`src/game_pkg.sv`:
```
// Dodge game shared definitions
// Grid and timing constants, level obstacle tables, register map and enums

`default_nettype none

package game_pkg;

	//########################################
	// Grid and timing
	//########################################
	localparam int ROWS  = 8;
	localparam int COLS  = 8;
	localparam int ROW_W = 3;
	localparam int COL_W = 3;

	localparam int LEVELS  = 4;
	localparam int LEVEL_W = 2;

	localparam logic [1:0] LIVES_INIT = 2'd3;

	// Clock cycles per scroll step
	localparam int STEP_CYCLES = 16;
	// Steps survived before the next level loads
	localparam int LEVEL_STEPS = 12;

	localparam int SCORE_W = 8;

	localparam logic [ROW_W-1:0] START_ROW = 3'd0;
	localparam logic [COL_W-1:0] START_COL = 3'd4;

	//########################################
	// Level obstacle tables
	//########################################
	// Each level lists row 7 first, down to row 0
	// Row 0 is always empty so a reload never lands on an obstacle
	localparam logic [LEVELS-1:0][ROWS-1:0][COLS-1:0] LEVEL_PATTERNS = {
		// Level 4
		8'b11101101, 8'b01010101, 8'b00000000, 8'b11011011,
		8'b00000000, 8'b11111110, 8'b00000000, 8'b00000000,
		// Level 3
		8'b11101101, 8'b11000110, 8'b00000000, 8'b11110000,
		8'b00000000, 8'b11000110, 8'b00000000, 8'b00000000,
		// Level 2
		8'b10101111, 8'b11000000, 8'b00000000, 8'b00011100,
		8'b00000000, 8'b00001110, 8'b00000000, 8'b00000000,
		// Level 1
		8'b11101101, 8'b00001100, 8'b00000000, 8'b11000000,
		8'b00000000, 8'b00011000, 8'b00000000, 8'b00000000
	};

	//########################################
	// APB register map
	//########################################
	localparam int ADDR_W = 5;
	localparam int DATA_W = 8;

	localparam logic [ADDR_W-1:0] ADDR_CMD    = 5'd0;
	localparam logic [ADDR_W-1:0] ADDR_STATUS = 5'd1;
	localparam logic [ADDR_W-1:0] ADDR_SCORE  = 5'd2;
	localparam logic [ADDR_W-1:0] ADDR_POS    = 5'd3;
	// Frame rows sit at ADDR_ROW0 up to ADDR_ROW0 + 7
	localparam logic [ADDR_W-1:0] ADDR_ROW0   = 5'd8;

	//########################################
	// Enums
	//########################################
	typedef enum logic [1:0] {
		ST_IDLE    = 2'd0,
		ST_RUNNING = 2'd1,
		ST_WON     = 2'd2,
		ST_LOST    = 2'd3
	} state_e;

	typedef enum logic [2:0] {
		CMD_NOP   = 3'd0,
		CMD_START = 3'd1,
		CMD_UP    = 3'd2,
		CMD_DOWN  = 3'd3,
		CMD_LEFT  = 3'd4,
		CMD_RIGHT = 3'd5
	} cmd_e;

endpackage

`default_nettype wire
```
`src/dodge_game_top.sv`:
```
// Dodge game top level
// APB slave, game controller and obstacle field

`timescale 1ns/100ps
`default_nettype none

module dodge_game_top
	import game_pkg::*;
(
	input  logic              clock_50,
	input  logic              arst_n,
	input  logic              psel,
	input  logic              penable,
	input  logic              pwrite,
	input  logic [ADDR_W-1:0] paddr,
	input  logic [DATA_W-1:0] pwdata,
	output logic [DATA_W-1:0] prdata,
	output logic              pready,
	output logic              pslverr
);

	cmd_e                      cmd;
	logic                      cmd_valid;
	logic                      field_load;
	logic                      step;
	logic [LEVEL_W-1:0]        level;
	state_e                    state;
	logic [1:0]                lives;
	logic [SCORE_W-1:0]        score;
	logic [ROW_W-1:0]          pos_row;
	logic [COL_W-1:0]          pos_col;
	logic [ROWS-1:0][COLS-1:0] rows;

	//########################################
	// Bus slave
	//########################################
	game_apb_regs game_apb_regs_u0 (
		.clock_50  (clock_50),
		.arst_n    (arst_n),
		.psel      (psel),
		.penable   (penable),
		.pwrite    (pwrite),
		.paddr     (paddr),
		.pwdata    (pwdata),
		.prdata    (prdata),
		.pready    (pready),
		.pslverr   (pslverr),
		.cmd       (cmd),
		.cmd_valid (cmd_valid),
		.state     (state),
		.lives     (lives),
		.level     (level),
		.score     (score),
		.pos_row   (pos_row),
		.pos_col   (pos_col),
		.rows      (rows)
	);

	//########################################
	// Game core
	//########################################
	game_ctrl game_ctrl_u0 (
		.clock_50   (clock_50),
		.arst_n     (arst_n),
		.cmd        (cmd),
		.cmd_valid  (cmd_valid),
		.rows       (rows),
		.field_load (field_load),
		.step       (step),
		.level      (level),
		.state      (state),
		.lives      (lives),
		.score      (score),
		.pos_row    (pos_row),
		.pos_col    (pos_col)
	);

	obstacle_field obstacle_field_u0 (
		.clock_50   (clock_50),
		.arst_n     (arst_n),
		.field_load (field_load),
		.step       (step),
		.level      (level),
		.rows       (rows)
	);

endmodule

`default_nettype wire

```
`src/game_ctrl.sv`:
```
// Dodge game controller
// State machine, step timer, player position, lives, level, score and crash test

`timescale 1ns/100ps
`default_nettype none

module game_ctrl
	import game_pkg::*;
(
	input  logic                      clock_50,
	input  logic                      arst_n,
	input  cmd_e                      cmd,
	input  logic                      cmd_valid,
	input  logic [ROWS-1:0][COLS-1:0] rows,
	output logic                      field_load,
	output logic                      step,
	output logic [LEVEL_W-1:0]        level,
	output state_e                    state,
	output logic [1:0]                lives,
	output logic [SCORE_W-1:0]        score,
	output logic [ROW_W-1:0]          pos_row,
	output logic [COL_W-1:0]          pos_col
);

	state_e                             state_q, state_d;
	logic [1:0]                         lives_q, lives_d;
	logic [LEVEL_W-1:0]                 level_q, level_d;
	logic [SCORE_W-1:0]                 score_q, score_d;
	logic [ROW_W-1:0]                   row_q, row_d;
	logic [COL_W-1:0]                   col_q, col_d;
	logic [$clog2(STEP_CYCLES)-1:0]     timer_q, timer_d;
	logic [$clog2(LEVEL_STEPS+1)-1:0]   lsteps_q, lsteps_d;

	logic start;
	logic step_tick;
	logic crash;

	assign start     = cmd_valid && (cmd == CMD_START);
	assign step_tick = (timer_q == STEP_CYCLES - 1);
	// Only place where the player meets the field
	assign crash     = rows[row_q][col_q];

	//########################################
	// Next state
	//########################################
	always_comb begin
		state_d    = state_q;
		lives_d    = lives_q;
		level_d    = level_q;
		score_d    = score_q;
		row_d      = row_q;
		col_d      = col_q;
		timer_d    = timer_q;
		lsteps_d   = lsteps_q;
		field_load = 1'b0;
		step       = 1'b0;

		if (start) begin
			// Restart from any state
			state_d    = ST_RUNNING;
			lives_d    = LIVES_INIT;
			level_d    = '0;
			score_d    = '0;
			timer_d    = '0;
			lsteps_d   = '0;
			row_d      = START_ROW;
			col_d      = START_COL;
			field_load = 1'b1;
		end else if (state_q == ST_RUNNING) begin
			// Timer free-runs through crashes and level changes
			timer_d = step_tick ? '0 : timer_q + 1'b1;

			if (crash) begin
				lives_d = lives_q - 1'b1;
				if (lives_q == 2'd1) begin
					state_d = ST_LOST;
				end
				row_d      = START_ROW;
				col_d      = START_COL;
				lsteps_d   = '0;
				field_load = 1'b1;
			end else begin
				// Moves stop at the grid edge
				if (cmd_valid) begin
					case (cmd)
						CMD_UP:    if (row_q != ROW_W'(ROWS - 1)) row_d = row_q + 1'b1;
						CMD_DOWN:  if (row_q != '0) row_d = row_q - 1'b1;
						CMD_LEFT:  if (col_q != COL_W'(COLS - 1)) col_d = col_q + 1'b1;
						CMD_RIGHT: if (col_q != '0) col_d = col_q - 1'b1;
						default: ;
					endcase
				end

				if (step_tick) begin
					if (score_q != '1) begin
						score_d = score_q + 1'b1;
					end
					if (lsteps_q == LEVEL_STEPS - 1) begin
						// Level cleared, no scroll on this step
						lsteps_d = '0;
						row_d    = START_ROW;
						col_d    = START_COL;
						if (level_q == LEVEL_W'(LEVELS - 1)) begin
							state_d = ST_WON;
						end else begin
							level_d    = level_q + 1'b1;
							field_load = 1'b1;
						end
					end else begin
						lsteps_d = lsteps_q + 1'b1;
						step     = 1'b1;
					end
				end
			end
		end
	end

	//########################################
	// Registers
	//########################################
	always_ff @(posedge clock_50 or negedge arst_n) begin
		if (!arst_n) begin
			state_q  <= ST_IDLE;
			lives_q  <= '0;
			level_q  <= '0;
			score_q  <= '0;
			row_q    <= START_ROW;
			col_q    <= START_COL;
			timer_q  <= '0;
			lsteps_q <= '0;
		end else begin
			state_q  <= state_d;
			lives_q  <= lives_d;
			level_q  <= level_d;
			score_q  <= score_d;
			row_q    <= row_d;
			col_q    <= col_d;
			timer_q  <= timer_d;
			lsteps_q <= lsteps_d;
		end
	end

	// Field loads on the same edge, so it needs the incoming level
	assign level   = level_d;
	assign state   = state_q;
	assign lives   = lives_q;
	assign score   = score_q;
	assign pos_row = row_q;
	assign pos_col = col_q;

endmodule

`default_nettype wire

```
`src/obstacle_field.sv`:
```
// Obstacle field of eight row registers
// Loads a level table and rotates the rows toward row 0 on every step

`timescale 1ns/100ps
`default_nettype none

module obstacle_field
	import game_pkg::*;
(
	input  logic                      clock_50,
	input  logic                      arst_n,
	input  logic                      field_load,
	input  logic                      step,
	input  logic [LEVEL_W-1:0]        level,
	output logic [ROWS-1:0][COLS-1:0] rows
);

	logic [ROWS-1:0][COLS-1:0] rows_q;
	logic [ROWS-1:0][COLS-1:0] rows_rot;

	// Row i takes row i+1, row 7 wraps around from row 0
	assign rows_rot = {rows_q[0], rows_q[ROWS-1:1]};

	//########################################
	// Row registers
	//########################################
	always_ff @(posedge clock_50 or negedge arst_n) begin
		if (!arst_n) begin
			rows_q <= '0;
		end else if (field_load) begin
			// Reload beats scroll
			rows_q <= LEVEL_PATTERNS[level];
		end else if (step) begin
			rows_q <= rows_rot;
		end
	end

	assign rows = rows_q;

endmodule

`default_nettype wire

```
`src/game_apb_regs.sv`:
```
// Dodge game APB slave
// Turns command writes into one-cycle pulses, serves status, score, position and frame rows

`timescale 1ns/100ps
`default_nettype none

module game_apb_regs
	import game_pkg::*;
(
	input  logic                      clock_50,
	input  logic                      arst_n,
	input  logic                      psel,
	input  logic                      penable,
	input  logic                      pwrite,
	input  logic [ADDR_W-1:0]         paddr,
	input  logic [DATA_W-1:0]         pwdata,
	output logic [DATA_W-1:0]         prdata,
	output logic                      pready,
	output logic                      pslverr,
	output cmd_e                      cmd,
	output logic                      cmd_valid,
	input  state_e                    state,
	input  logic [1:0]                lives,
	input  logic [LEVEL_W-1:0]        level,
	input  logic [SCORE_W-1:0]        score,
	input  logic [ROW_W-1:0]          pos_row,
	input  logic [COL_W-1:0]          pos_col,
	input  logic [ROWS-1:0][COLS-1:0] rows
);

	logic              access;
	logic              is_cmd;
	logic              is_status;
	logic              is_score;
	logic              is_pos;
	logic              is_row;
	logic              is_readable;
	logic              wr_cmd;
	logic              op_ok;
	logic [ADDR_W-1:0] row_off;
	logic [ROW_W-1:0]  row_idx;
	logic [COLS-1:0]   player_mask;
	logic [COLS-1:0]   frame_row;

	//########################################
	// Address decode
	//########################################
	assign access = psel & penable;

	assign is_cmd    = (paddr == ADDR_CMD);
	assign is_status = (paddr == ADDR_STATUS);
	assign is_score  = (paddr == ADDR_SCORE);
	assign is_pos    = (paddr == ADDR_POS);

	// Addresses below ADDR_ROW0 wrap to a large offset and fall out of range
	assign row_off = paddr - ADDR_ROW0;
	assign row_idx = row_off[ROW_W-1:0];
	assign is_row  = (row_off < ADDR_W'(ROWS));

	assign is_readable = is_status | is_score | is_pos | is_row;

	// Zero wait states
	assign pready = 1'b1;

	// Command is write-only, everything else read-only
	assign pslverr = access & (pwrite ? ~is_cmd : ~is_readable);

	//########################################
	// Command pulse
	//########################################
	assign wr_cmd = access & pwrite & is_cmd;
	// NOP and unknown opcodes are accepted but never reach the controller
	assign op_ok  = (pwdata <= DATA_W'(CMD_RIGHT)) && (pwdata != DATA_W'(CMD_NOP));

	always_ff @(posedge clock_50 or negedge arst_n) begin
		if (!arst_n) begin
			cmd_valid <= 1'b0;
		end else begin
			cmd_valid <= wr_cmd & op_ok;
		end
	end

	always_ff @(posedge clock_50) begin
		if (wr_cmd && op_ok) begin
			cmd <= cmd_e'(pwdata[$bits(cmd_e)-1:0]);
		end
	end

	//########################################
	// Read data
	//########################################
	// Player dot overlaid on the addressed obstacle row, bit 7 is leftmost
	assign player_mask = {{(COLS-1){1'b0}}, 1'b1} << pos_col;
	assign frame_row   = rows[row_idx] | ((row_idx == pos_row) ? player_mask : '0);

	always_comb begin
		prdata = '0;
		if (is_status) begin
			prdata = DATA_W'({lives, level, state});
		end else if (is_score) begin
			prdata = DATA_W'(score);
		end else if (is_pos) begin
			prdata = DATA_W'({pos_row, pos_col});
		end else if (is_row) begin
			prdata = DATA_W'(frame_row);
		end
	end

endmodule

`default_nettype wire

```
`config.mk`:
```
export PLATFORM = sky130hd
export DESIGN_NAME = dodge_game_top
export DESIGN_NICKNAME = d
export VERILOG_FILES = /design/src/game_pkg.sv /design/src/dodge_game_top.sv /design/src/game_ctrl.sv /design/src/obstacle_field.sv /design/src/game_apb_regs.sv
export SDC_FILE = /design/constraint.sdc
export NUM_CORES = 1
export LEC_CHECK = 0
export ABC_CLOCK_PERIOD_IN_PS = 4300
export BUFFER_PORTS_ARGS = -buffer_cell sky130_fd_sc_hd__buf_2
export CAP_MARGIN = 10
export CORE_ASPECT_RATIO = 0.9
export CORE_MARGIN = 1.5
export CORE_UTILIZATION = 35
export CTS_CLUSTER_DIAMETER = 150
export DETAILED_ROUTE_END_ITERATION = 6
export PLACE_DENSITY = 0.57
export SLEW_MARGIN = 40
export SYNTH_ARGS = -nofsm -noshare
export SYNTH_HDL_FRONTEND = slang
export SYNTH_HIERARCHICAL = 1
export SYNTH_SLANG_ARGS = --single-unit
```
`constraint.sdc`:
```
create_clock -name clock_50 -period 4.3 [get_ports clock_50]
set_input_delay 0.43 -clock clock_50 [delete_from_list [all_inputs] [get_ports clock_50]]
set_output_delay 0.43 -clock clock_50 [all_outputs]
set_load 0.03 [all_outputs]
```
# == Word-level counts from Yosys, hierarchy flattened ==
# Cells that the tools add are included.
# classes
order_cmp,6
shifts,1
n_addsub,10
bitwise_logic,11
muxes,74
n_reduce_logical,19
eq_ne,19
# ops
operator,count
64-bit 2-to-1 mux,3
64-bit binary-select mux with 2-bit select,1
8-bit 2-to-1 mux,12
8-bit binary-select mux with 3-bit select,2
3-bit 2-to-1 mux,16
2-bit 2-to-1 mux,16
4-bit 2-to-1 mux,8
3-bit nonzero test,5
1-bit 2-to-1 mux,13
"3-bit by 4-bit < comparator with 1-bit output, second input constant",3
3-bit case mux with 2 select lines,2
"5-bit by 2-bit == test with 1-bit output, second input constant",2
2-bit nonzero test,5
"4-bit by 1-bit adder with 4-bit output, second input constant",2
"8-bit by 1-bit adder with 8-bit output, second input constant",1
"4-bit == test, second input constant",2
"8-bit by 3-bit less-or-equal comparator with 1-bit output, second input constant",1
"8-bit != test, second input constant",1
8-bit OR,1
8-bit nonzero test,1
"1-bit by 3-bit left shift with 8-bit output, first input constant",1
"3-bit by 1-bit adder with 3-bit output, second input constant",2
"3-bit by 2-bit == test with 1-bit output, second input constant",2
"3-bit == test, second input constant",2
23 further kinds,36
# totals
elab_cells,158
input_bits,18
output_inout_bits,10
ff_bits,96

# == Logic depth before layout (Yosys ltp) ==
# Gate-level depths: netlist (run 1).
# depth
word_depth,10
mapped_depth,17
ltp_nobuf,12

# == By module ==
# Netlist (run 1), hierarchy kept.
# by_module_without_submodules
mod,cells_per_inst,seq_area_each_um2,area_per_inst_um2,n_inst
obstacle_field,222,1601.5,2876.5,1
game_ctrl,278,701.9,2376.0,1
game_apb_regs,131,115.1,1159.9,1

# == Worst setup path after synthesis (run 1) ==
# Ideal clock, no wire load.
# synth_timing
kind,reg-to-output
startpoint,register game_ctrl_u0.row_q[0] (netlist: game_ctrl_u0/pos_row[0])
endpoint,output port prdata[2]
t_required_ps,3870
slack_ps,765
arrival_ps,3105
path_buffers,2
stages_incl_launch_ff,11
cell_sequence,dfrtp_1 > buf_6 > mux4_2 > o211ai_2 > o31ai_1 > or4_4 > nand2_1 > buf_2 > a31oi_1 > a211oi_1 > a22o_1
# synth_between
elab_chain_cells,8
word_cells_on_any_way,14
classes_between,1 x eq/ne; 12 x mux; 1 x bitwise
# synth_lines
element,line_no,source
from (decl),game_ctrl.sv:29,"logic [ROW_W-1:0] row_q, row_d;"
from (signal assigned),game_ctrl.sv:136,row_q <= row_d;
8-bit binary-select mux with 3-bit select,game_ctrl.sv:41,assign crash = rows[row_q][col_q];
8-bit 2-to-1 mux (implied by the code),game_ctrl.sv:41,
1-bit binary-select mux with 3-bit select,game_ctrl.sv:41,
1-bit 2-to-1 mux (implied by the code),game_ctrl.sv:41,
2-bit 2-to-1 mux,game_ctrl.sv:73,if (crash) begin
2-bit 2-to-1 mux,game_ctrl.sv:69,end else if (state_q == ST_RUNNING) begin
2-bit 2-to-1 mux,game_ctrl.sv:58,if (start) begin
via level[0],dodge_game_top.sv:26,logic [LEVEL_W-1:0] level;
8-bit 2-to-1 mux,game_apb_regs.sv:98,if (is_status) begin
to (decl),dodge_game_top.sv:17,"output logic [DATA_W-1:0] prdata,"
# The timed path passes the listed nets, and every way through them passes these cells. The select of a mux whose other input is x is not followed.

# == Final worst setup path (run 1) ==
# layout_timing
startpoint,register game_ctrl_u0.row_q[2] (netlist: game_ctrl_u0/pos_row[2])
endpoint,output port prdata[2]
# The elaborated chain is that of the path after synthesis.

==> qor.txt, run 1 <==
PwrDens: 255 mW/mm²
Setup violators final: 0
Max Buffers Root-to-Sink: 2
Die X: 146 µm
Outcome: finished, final reports clean
Critical Path, Cell by Cell: nand2_1 > o22a_1 > o211ai_2 > o31ai_1 > or4_4 > nand2_1 > a31oi_1 > a211oi_2 > a22o_1 > buf_2
Final hold vios: 0
DR DRC count: 0
Max Cap Viol: 0
Clock sink count: 96
Total design power: 1790 µW
Yosys top cell by area: dfrtp_1
ANT cells: 0
PnR worst setup slack: 0.333 ns
Largest net degree at the start of global routing: 70
Leakage: 0.00305 µW
Post-cts hold buffer count: 0
Distinct cells, synth: 74
H-tree depth: 3
Critical Path AT: 3.54 ns
Final setup skew: 0.00680 ns
Global-route wire length before repair: 26,900 µm
DR iter-0 viols: 373
Slew Viols, Final: 0
CP Class: register to primary output
Die H: 131 µm
Worst EP required: 3.87 ns
Synth cell count leaders: 92 x dfrtp_1, 66 x nor2_1, 59 x mux2i_1
Core footprint: 0.0178 mm²
Grt total ovfl: 0
Placer Congestion: 0.860
Vias in the first global route: 4,908
Crit path max-delay family: compound AO/OA/AOI/OAI gates
Synthesized area: 0.00641 mm²
Row count: 46
Synth-to-Final Area Change: 9.17%
Worst-path clk slew: 0.07 ns
Setup WS pre-CTS: 0.391 ns
Slowest-stage cell, CP: dfrtp_1
Via count: 4,948
IO Count: 28
Synth warn: 6
Cts repair resizes: 0
1st-pass router iterations: 5
CTS tree: yes
Cts bufs inserted: 9
Antenna violations before repair: 0
FILL cells: 1,744
Share of the synthesized area in the top cell type: 0.359
Share of cells above drive strength 1: 0.192
Worst Path Max Fanout: 13
Top cell by count, worst path: nand2_1
Post-synth EDFFs: 3
Top cells by area, synth: dfrtp_1 36%, mux2i_1 9.2%, mux2_2 6.0%, mux4_2 4.9%, nor2_1 3.9%
Vias per std cell: 5.62
Clock root cell: clkbuf_16
CP endpoint kind: primary output
#FFs+latches synth: 96
Reg2reg setup slack: 0.36 ns
Mean area per synthesized cell: 10.2 µm²
FF/Latch Area: 0.00242 mm²
Port Buffers: 26
Initial core utilization: 0.361
DR WL/cell: 18.7 µm
CP bufs+invs: 1
Crit share post-route: 0.922
Most common cell in the synthesized netlist: dfrtp_1
Worst Tran Pin Value: 0.716 ns
Slew HR: 0.522
GR Util All Layers: 0.177
Syn_nets: 666
Tmin final: 3.97 ns
Most used DFF post-synth: dfrtp_1
HPWL Detailed: 11,500 µm
Crit start category: register
Multi-input logic area: 0.00367 mm²
Setup TNS: 0 ns
ANT nets after route: 0
F_max: 252 MHz
Final core occ: 0.394
RSZ-0062 raised after global routing: false
Hold crit path type: input pin to asynchronous set/reset pin
Nets@finish: 670
Post-synth ARST share: 0.969
DRT Wirelength: 16,400 µm
Post-Syn Instances: 631
Crit-path max cell delay: 0.68 ns
Maximum resistive drop on vdd: 0.148 mV
Clock latency on the worst-skew pair: 0.36 ns
Post-synthesis sequential area ratio: 0.377
Die ar.: 0.0191 mm²
Post-CTS Setup Inserts: 0
-- metal layers --
metal	share of wire	routed length, µm	GRT usage	vias up
met5	0	0	0	-
met4	0.016	269	0.0493	0
met3	0.041	674	0.0375	21
met2	0.48	7880	0.294	109
met1	0.46	7600	0.231	2497
li1	-	-	-	2321
-- where the power goes --
| part | internal [µW] | switching [µW] |
|---|---|---|
| clock | 404 | 385 |
| combinational | 27.9 | 64.1 |
| sequential | 906 | 0.278 |
| total | 1340 | 449 |
-- per-stage QoR --
| stage | cell area (µm²) | hold slack (ns) | instances |
|---|---|---|---|
| 2_1_floorplan | 6410 | 0.134 | 631 |
| 3_3_place_gp | 6700 | 0.530 | 864 |
| 3_5_place_dp | 6700 | 0.542 | 864 |
| 4_1_cts | 6990 | 0.194 | 880 |
| 5_1_grt | 7000 | 0.0914 | 880 |
| 6_report | 7000 | 0.0613 | 880 |
-- kinds of logic (layout without fill, tap and decap cells) --
kind of cell / Yosys count / after routing / synth area share
AND/OR/NAND/NOR: 205 / 205 / 0.160
AO/OA/AOI/OAI: 122 / 122 / 0.124
multiplexers: 120 / 120 / 0.240
flip-flops: 96 / 96 / 0.377
buffers and inverters: 62 / 71 / 0.0544
adder cells (fa/ha/maj): 17 / 17 / 0.0332
XOR/XNOR: 8 / 8 / 0.0109
other: 1 / 1 / 0.000585
-- path summary, 6_finish.rpt --
check,start,end,cells after the start
max in group asynchronous,arst_n,obstacle_field_u0/rows[58],2
worst min-delay path,arst_n,obstacle_field_u0/rows[5],1
worst min register to register,obstacle_field_u0/rows[7],obstacle_field_u0/rows[63],1
worst max-delay path,game_ctrl_u0/pos_row[2],prdata[2],10
min in group clock_50,pwdata[0],game_apb_regs_u0/cmd[0],1
worst max register to register,game_ctrl_u0/pos_row[2],obstacle_field_u0/rows[57],12
-- cell usage in the layout, fill, tap and decap left out, types with 11 or more instances in the layout --
cell type	Yosys	layout
a21oi_1	33	33
buf_2	13	25
nor2b_1	12	12
buf_4	5	11
nor3_1	16	15
o21ai_0	20	20
nor2_1	66	66
mux2i_1	59	59
dfrtp_1	92	92
mux4_2	14	14
nand3_1	13	13
nand2_1	47	47
inv_1	15	15
ha_1	17	17
nand2b_1	12	12
mux2_2	34	34
-- sequential cells by signal (all words and copies together), names as in the netlist --
signal,cells
obstacle_field_u0/rows,64
game_ctrl_u0/score,8
game_ctrl_u0/lsteps_q,4
game_ctrl_u0/timer_q,4
game_apb_regs_u0/cmd,3
game_ctrl_u0/pos_col,3
game_ctrl_u0/pos_row,3
game_ctrl_u0/level_q,2
game_ctrl_u0/lives,2
game_ctrl_u0/state,2
game_apb_regs_u0/cmd_valid,1
-- final cells by class --
class	count	area share
Sequential cell	96	0.345
Multi-Input combinational cell	473	0.525
Timing Repair Buffer	39	0.0370
Inverter	16	0.00858
Tap cell	240	0.0429
Clock inverter	7	0.00912
Clock buffer	9	0.0322
No activity file was read; power rests on OpenSTA's default activity.
==> run 2: changes to the inputs <==
--- a/config.mk
+++ b/config.mk
@@ -16,2 +16,3 @@
 export PLACE_DENSITY = 0.57
+export REMOVE_ABC_BUFFERS = 1
 export SLEW_MARGIN = 40
==> constraint.sdc (replaced) <==
create_clock -name clock_50 -period 4.3 [get_ports clock_50]
set_input_delay 0.86 -clock clock_50 [delete_from_list [all_inputs] [get_ports clock_50]]
set_output_delay 0.86 -clock clock_50 [all_outputs]
set_load 0.03 [all_outputs]
==> run 2 against run 1 <==
Combinational power about the same. Count of clock-buffer cells in the layout grew 2. Non-clock buffer count up 5. Total power is 3.5% higher. Clock power increased by 7.9%. Via count grew 0.40%. Critical endpoint unchanged. Highest routed layer unchanged.
==> qor.txt, run 2 (same netlist as run 1, synthesis figures left out) <==
Slew Viols, Final: 0 (unchanged)
Max Buffers Root-to-Sink: 2 (unchanged)
Share of cells above drive strength 1: 0.202 (+0.00936)
Die H: 131 µm (unchanged)
Die X: 146 µm (unchanged)
Die ar.: 0.0191 mm² (unchanged)
Critical Path, Cell by Cell: buf_4 > mux4_1 > nor2_1 > nor3_1 > or4_4 > and2_4 > nor4_2 > a211oi_2 > a22o_1 > buf_2
Clock latency on the worst-skew pair: 0.36 ns (about the same)
Setup TNS: 0 ns (unchanged)
Setup violators final: 0 (unchanged)
Leakage: 0.00310 µW (+1.6%)
Placer Congestion: 0.829 (-3.6%)
GR Util All Layers: 0.178 (+0.00155)
Reg2reg setup slack: 0.44 ns (+0.08 ns)
ANT cells: 0 (unchanged)
PwrDens: 261 mW/mm² (+2.1%)
Worst-path clk slew: 0.07 ns (about the same)
Hold crit path type: input pin to asynchronous set/reset pin
Worst Path Max Fanout: 6 (-7)
CP endpoint kind: primary output
Global-route wire length before repair: 27,200 µm (+1.2%)
Slew HR: 0.450 (-0.0728)
Outcome: finished, final reports clean
Max reg flops: 64 (unchanged)
Final setup skew: 0.00950 ns (+0.00270 ns)
Total design power: 1850 µW (+3.5%)
Largest net degree at the start of global routing: 64 (-8.6%)
Crit-path max cell delay: 0.56 ns (-0.12 ns)
Synth-to-Final Area Change: 10.7%
Clock sink count: 96 (unchanged)
Commonest non-fill, non-tap cell in the layout: dfrtp_1
Tmin final: 4.13 ns (+0.165 ns)
Post-CTS Setup Inserts: 0 (unchanged)
DR iter-0 viols: 335 (-10%)
Cts bufs inserted: 9 (unchanged)
Post-cts hold buffer count: 0 (unchanged)
Crit start category: register
Via count: 4,968 (+0.40%)
DP Area: 0.00674 mm² (+0.56%)
Nets@finish: 675 (+0.75%)
Final hold vios: 0 (unchanged)
Slowest-stage cell, CP: or4_4
Grt total ovfl: 0 (unchanged)
Critical Path AT: 3.27 ns (-0.27 ns)
CP Class: register to primary output
Row count: 46 (unchanged)
DR DRC count: 0 (unchanged)
Vias per std cell: 5.61 (-0.16%)
Maximum resistive drop on vdd: 0.162 mV (+10%)
Port Buffers: 26 (unchanged)
Core footprint: 0.0178 mm² (unchanged)
Max Cap Viol: 0 (unchanged)
CTS tree: yes
Reg2Reg Capture Point: obstacle_field_u0/rows[57]
Antenna violations before repair: 0 (unchanged)
FILL cells: 1,731 (-0.75%)
Vias in the first global route: 5,037 (+2.6%)
Reg2Reg Launch Point: game_ctrl_u0/pos_row[0]
IO Count: 28 (unchanged)
DR WL/cell: 18.8 µm (+0.56%)
DRT Wirelength: 16,600 µm (+1.1%)
R2R cell count: 12 (unchanged)
Initial core utilization: 0.361 (unchanged)
Worst Tran Pin Value: 0.819 ns (+0.103 ns)
1st-pass router iterations: 5 (unchanged)
Crit share post-route: 0.961 (+0.0384)
H-tree depth: 3 (unchanged)
Final Cell Area: 0.00710 mm² (+1.4%)
Worst EP required: 3.44 ns (-0.43 ns)
Clock root cell: clkbuf_16
F_max: 242 MHz (-4.0%)
ANT nets after route: 0 (unchanged)
CP startpoint: game_ctrl_u0/pos_row[0]
Worst Setup EP: prdata[2]
HPWL Detailed: 11,500 µm (+0.44%)
RSZ-0062 raised after global routing: false
Final core occ: 0.399 (+0.00535)
Commonest non-fill, non-tap cells in the layout: 90 x dfrtp_1, 66 x nor2_1, 59 x mux2i_1
==> run 2: cell count changes in the layout (fill, tap and decap cells not counted), sizes merged <==
cell,delta
clkinvlp,-2
clkbuf,+3
bufinv,+1
inv,-1
buf,+4
==> run 2: how the worst min path moves through the flow <==
stage                                 endpoint  slack (ns)  cells past startpoint
floorplan           obstacle_field_u0/rows[56]        0.49                      1
global placement    obstacle_field_u0/rows[59]        0.52                      1
detailed placement  obstacle_field_u0/rows[63]        0.54                      1
CTS                    game_ctrl_u0/timer_q[3]        0.56                      2
global route        obstacle_field_u0/rows[37]        0.53                      1
finish              obstacle_field_u0/rows[37]        0.48                      1
==> run 2: layout make-up <==
type,instances,area [µm²],area share
multi-input cells,473,3680,0.518
inverters,16,60.1,0.00846
flip-flops and latches,96,2420,0.341
clock buffers,11,253,0.0356
clock inverters,5,61.3,0.00864
well taps,240,300,0.0423
repair buffers,44,322,0.0453
==> run 2: layer usage <==
layer	GRT usage	routed length [µm]
met1	0.237	7530
met2	0.284	7960
met3	0.0451	786
met4	0.0567	342
met5	0	0
==> run 2: repair_timing <==
action,4_1_cts,5_1_grt
endpoints found under the setup margin,0,1
resized for setup,0,4
hold endpoints to repair,0,0
==> run 2: critical path, delay by kind of cell, from the launching register on <==
family	cells	cell delay (ns)
compound gates	2	0.37
simple gates	5	1.19
flops	1	0.44
mux	1	0.55
buf+inv	2	0.36
==> run 2: stage by stage <==
| stage | hold WS (ns) | cells | setup WS (ns) |
|---|---|---|---|
| final | 0.478 | 885 | 0.168 |
| after global routing | 0.531 | 885 | 0.0170 |
| after CTS | 0.560 | 884 | 0.0857 |
| after detailed placement | 0.541 | 868 | 0.453 |
| after global placement | 0.524 | 867 | 0.523 |
| after floorplan | 0.494 | 585 | -5.61 |
==> run 2: power by group <==
| part | total, µW | leakage [µW] | switching (µW) | internal (µW) |
|---|---|---|---|---|
| registers | 907 | 0.00132 | 0.302 | 907 |
| logic | 92.0 | 0.00163 | 64.1 | 27.9 |
| clock network | 851 | 0.000157 | 365 | 487 |
==> run 3: changes to the inputs <==
SETUP_SLACK_MARGIN = 0.2   (was unset)
SYNTH_HIERARCHICAL = unset   (was 1)
==> run 3 against run 2 <==
Cell count is 2.9% higher. Worst hold slack better by 0.027 ns. Highest routed layer unchanged. Clock power is 0.9% lower. Maximum frequency is 6.4% higher. First-iteration DRC count is 26% higher. Largest cell class unchanged. Flip-flop and latch count stayed put. Non-clock buffer count stayed put. Synthesized cell count is 5.2% higher. Design area is 3.2% lower. Critical endpoint is now prdata[3]. Via count is 3.9% higher.
==> qor.txt, run 3 <==
Worst EP required: 3.44 ns (about the same)
Post-synth EDFFs: 3 (unchanged)
H-tree depth: 3 (unchanged)
Final setup skew: 0.00848 ns (-0.00102 ns)
Critical Path AT: 3.02 ns (-0.25 ns)
Initial core utilization: 0.361 (+0.000569)
Synth-to-Final Area Change: 11.5%
Post-Syn Instances: 664 (+5.2%)
RSZ-0062 raised after global routing: false
Setup TNS: 0 ns (unchanged)
DR iter-0 viols: 422 (+26%)
Critical Path, Cell by Cell: and2_2 > a22oi_1 > nand3_1 > nand4_1 > mux2_4 > o31ai_1 > nand2_1 > o21ai_1 > buf_2
Share of the synthesized area in the top cell type: 0.374 (+0.0147)
Max Buffers Root-to-Sink: 2 (unchanged)
Share of cells above drive strength 1: 0.132 (-0.0699)
Cts bufs inserted: 9 (unchanged)
Reg power frac: 0.498 (+0.008)
Clock sink count: 96 (unchanged)
PwrDens: 265 mW/mm² (+1.7%)
DRT Wirelength: 16,600 µm (+0.22%)
Clock root cell: clkbuf_16
Switching portion of total power: 0.225 (-0.00685)
Port Buffers: 26 (unchanged)
Worst Path Max Fanout: 27 (+21)
Post-synth ARST share: 0.969 (unchanged)
Die ar.: 0.0184 mm² (-3.8%)
Final hold vios: 0 (unchanged)
Switching power: 410 µW (-4.5%)
GR Util All Layers: 0.190 (+0.0112)
Commonest non-fill, non-tap cells in the layout: 108 x nand2_1, 89 x dfrtp_1, 68 x mux2i_1
Distinct cells, synth: 64 (-14%)
IO Count: 28 (unchanged)
Crit start category: register
CP endpoint kind: primary output
Core footprint: 0.0171 mm² (-4.1%)
Combinational share of power: 0.039 (-0.011)
Total design power: 1820 µW (-1.6%)
Vias in the first global route: 4,912 (-2.5%)
Crit share post-route: 0.903 (-0.0580)
Outcome: finished, final reports clean
Slew HR: 0.510 (+0.0604)
Row count: 45 (-2.2%)
Clock latency on the worst-skew pair: 0.35 ns (about the same)
Final core occ: 0.403 (+0.00381)
DR DRC count: 0 (unchanged)
CP bufs+invs: 1 (-1)
Synthesized area: 0.00616 mm² (-3.9%)
CTS tree: yes
ANT cells: 0 (unchanged)
Yosys top cell by area: dfrtp_1
Maximum resistive drop on vdd: 0.150 mV (-7.5%)
Post-cts hold buffer count: 0 (unchanged)
Mean area per synthesized cell: 9.28 µm² (-8.7%)
Worst-path clk slew: 0.07 ns (about the same)
DR WL/cell: 18.3 µm (-2.6%)
F_max: 258 MHz (+6.4%)
Post-synthesis sequential area ratio: 0.393 (+0.0154)
Most common cell in the synthesized netlist: nand2_1
Die H: 129 µm (-1.9%)
Crit-path max cell delay: 0.55 ns (about the same)
Largest net degree at the start of global routing: 74 (+16%)
Grt total ovfl: 0 (unchanged)
Setup violators final: 0 (unchanged)
CP Class: register to primary output
ANT nets after route: 0 (unchanged)
Die X: 143 µm (-1.9%)
Placer Congestion: 0.895 (+8.1%)
Max Cap Viol: 0 (unchanged)
Crit path max-delay family: simple AND/OR/NAND/NOR gates
Clock share of power: 0.463 (+0.003)
Leakage: 0.00283 µW (-8.9%)
Antenna violations before repair: 0 (unchanged)
#FFs+latches synth: 96 (unchanged)
HPWL Detailed: 11,500 µm (-0.29%)
Hold crit path type: register to register
Synth cell count leaders: 108 x nand2_1, 92 x dfrtp_1, 68 x mux2i_1
Max reg flops: 64 (unchanged)
Vias per std cell: 5.67 (+0.92%)
Top cells by area, synth: dfrtp_1 37%, mux2i_1 11%, nand2_1 6.6%, mux4_2 5.8%, o21ai_0 4.5%
Global-route wire length before repair: 26,800 µm (-1.4%)
Via count: 5,161 (+3.9%)
Tmin final: 3.88 ns (-0.249 ns)
Commonest non-fill, non-tap cell in the layout: nand2_1
Worst Tran Pin Value: 0.732 ns (-0.0870 ns)
Most used DFF post-synth: dfrtp_1
Pint: 1410 µW (-0.67%)
Slowest-stage cell, CP: dfrtp_2
1st-pass router iterations: 6 (+1)
Slew Viols, Final: 0 (unchanged)
Nets@finish: 709 (+5.0%)
Synth warn: 0 (-6)
run 3: cell count changes after synthesis, moves of 8 or more:
| cell | previous run | this run |
|---|---|---|
| nor2_1 | 66 | 32 |
| clkbuf_1 | 15 | 25 |
| o21ai_0 | 20 | 55 |
| mux2i_1 | 59 | 68 |
| o21a_1 | 10 | 2 |
| mux2_2 | 34 | 1 |
| nand2_1 | 47 | 108 |
run 3: worst paths after layout:
| kind | depth (start not counted) | to | slack [ns] | start |
|---|---|---|---|---|
| max | 9 | prdata[3] | 0.42 | game_ctrl_u0.pos_row[0] |
| min | 2 | game_ctrl_u0.lives[1] | 0.50 | game_ctrl_u0.lives[1] |
| max reg2reg | 12 | obstacle_field_u0.rows[51] | 0.93 | game_ctrl_u0.pos_row[0] |
| min reg2reg | 2 | game_ctrl_u0.lives[1] | 0.50 | game_ctrl_u0.lives[1] |
| max in group asynchronous | 2 | game_ctrl_u0.pos_col[2] | 2.93 | arst_n |
| min in group asynchronous | 1 | obstacle_field_u0.rows[40] | 0.53 | arst_n |
run 3: repair_timing:
action                     4_1_cts  5_1_grt
setup endpoints to repair        2        2
gates resized for setup          1        6
buffers inserted                 1        3
run 3: power by group through the flow:
stage               Sequential, µW  Combinational, µW  Clock [µW]
global placement               925               70.0           0
finish                         908               70.3         843
global route                   907               79.0         900
floorplan                      925               22.7           0
CTS                            908               71.9         860
detailed placement             925               71.7           0
run 3: per-layer routing:
layer | track usage | vias to the layer above | part of all wire | routed length, µm
met5 | 0 | - | 0 | 0
li1 | - | 2401 | - | -
met4 | 0.0716 | 0 | 0.032 | 525
met2 | 0.292 | 165 | 0.45 | 7540
met1 | 0.264 | 2558 | 0.46 | 7580
met3 | 0.0376 | 37 | 0.060 | 1000
run 3: cell type report:
class | count | area [µm²]
fillers | 1614 | 10200
multi-input cells | 501 | 3470
flip-flops and latches | 96 | 2420
repair buffers | 44 | 308
well taps | 235 | 294
clock buffers | 12 | 256
inverters | 19 | 71.3
clock inverters | 4 | 51.3
run 3: cells by family after synthesis:
logic type,count (synthesis),synth area share
DFF,96,0.393
muxes,86,0.173
AOI/OAI and AO/OA,162,0.162
adders and majority gates,20,0.0406
xor gates and xnor gates,7,0.00995
other,1,0.000609
and+or+nand+nor,225,0.170
buffers and inverters,67,0.0516
run 3: worst reg2reg max path, stage by stage (launching register included):
cell	delay, ns
dfrtp_2	0.55
and2_2	0.33
a22oi_1	0.12
nand3_1	0.09
nand4_1	0.19
mux2_4	0.46
or3_1	0.43
a21oi_2	0.16
buf_4	0.18
inv_1	0.13
ha_1	0.28
a22o_1	0.22
a21o_1	0.15
run 3: metrics by stage:
step	instance area [µm²]	hold WS [ns]	setup WS [ns]	cells
final	6870	0.504	0.418	911
after CTS	6820	0.506	0.204	908
after global placement	6470	0.487	0.329	891
after floorplan	5910	0.464	-2.25	616
after detailed placement	6480	0.490	0.427	891
after global routing	6870	0.546	0.212	911
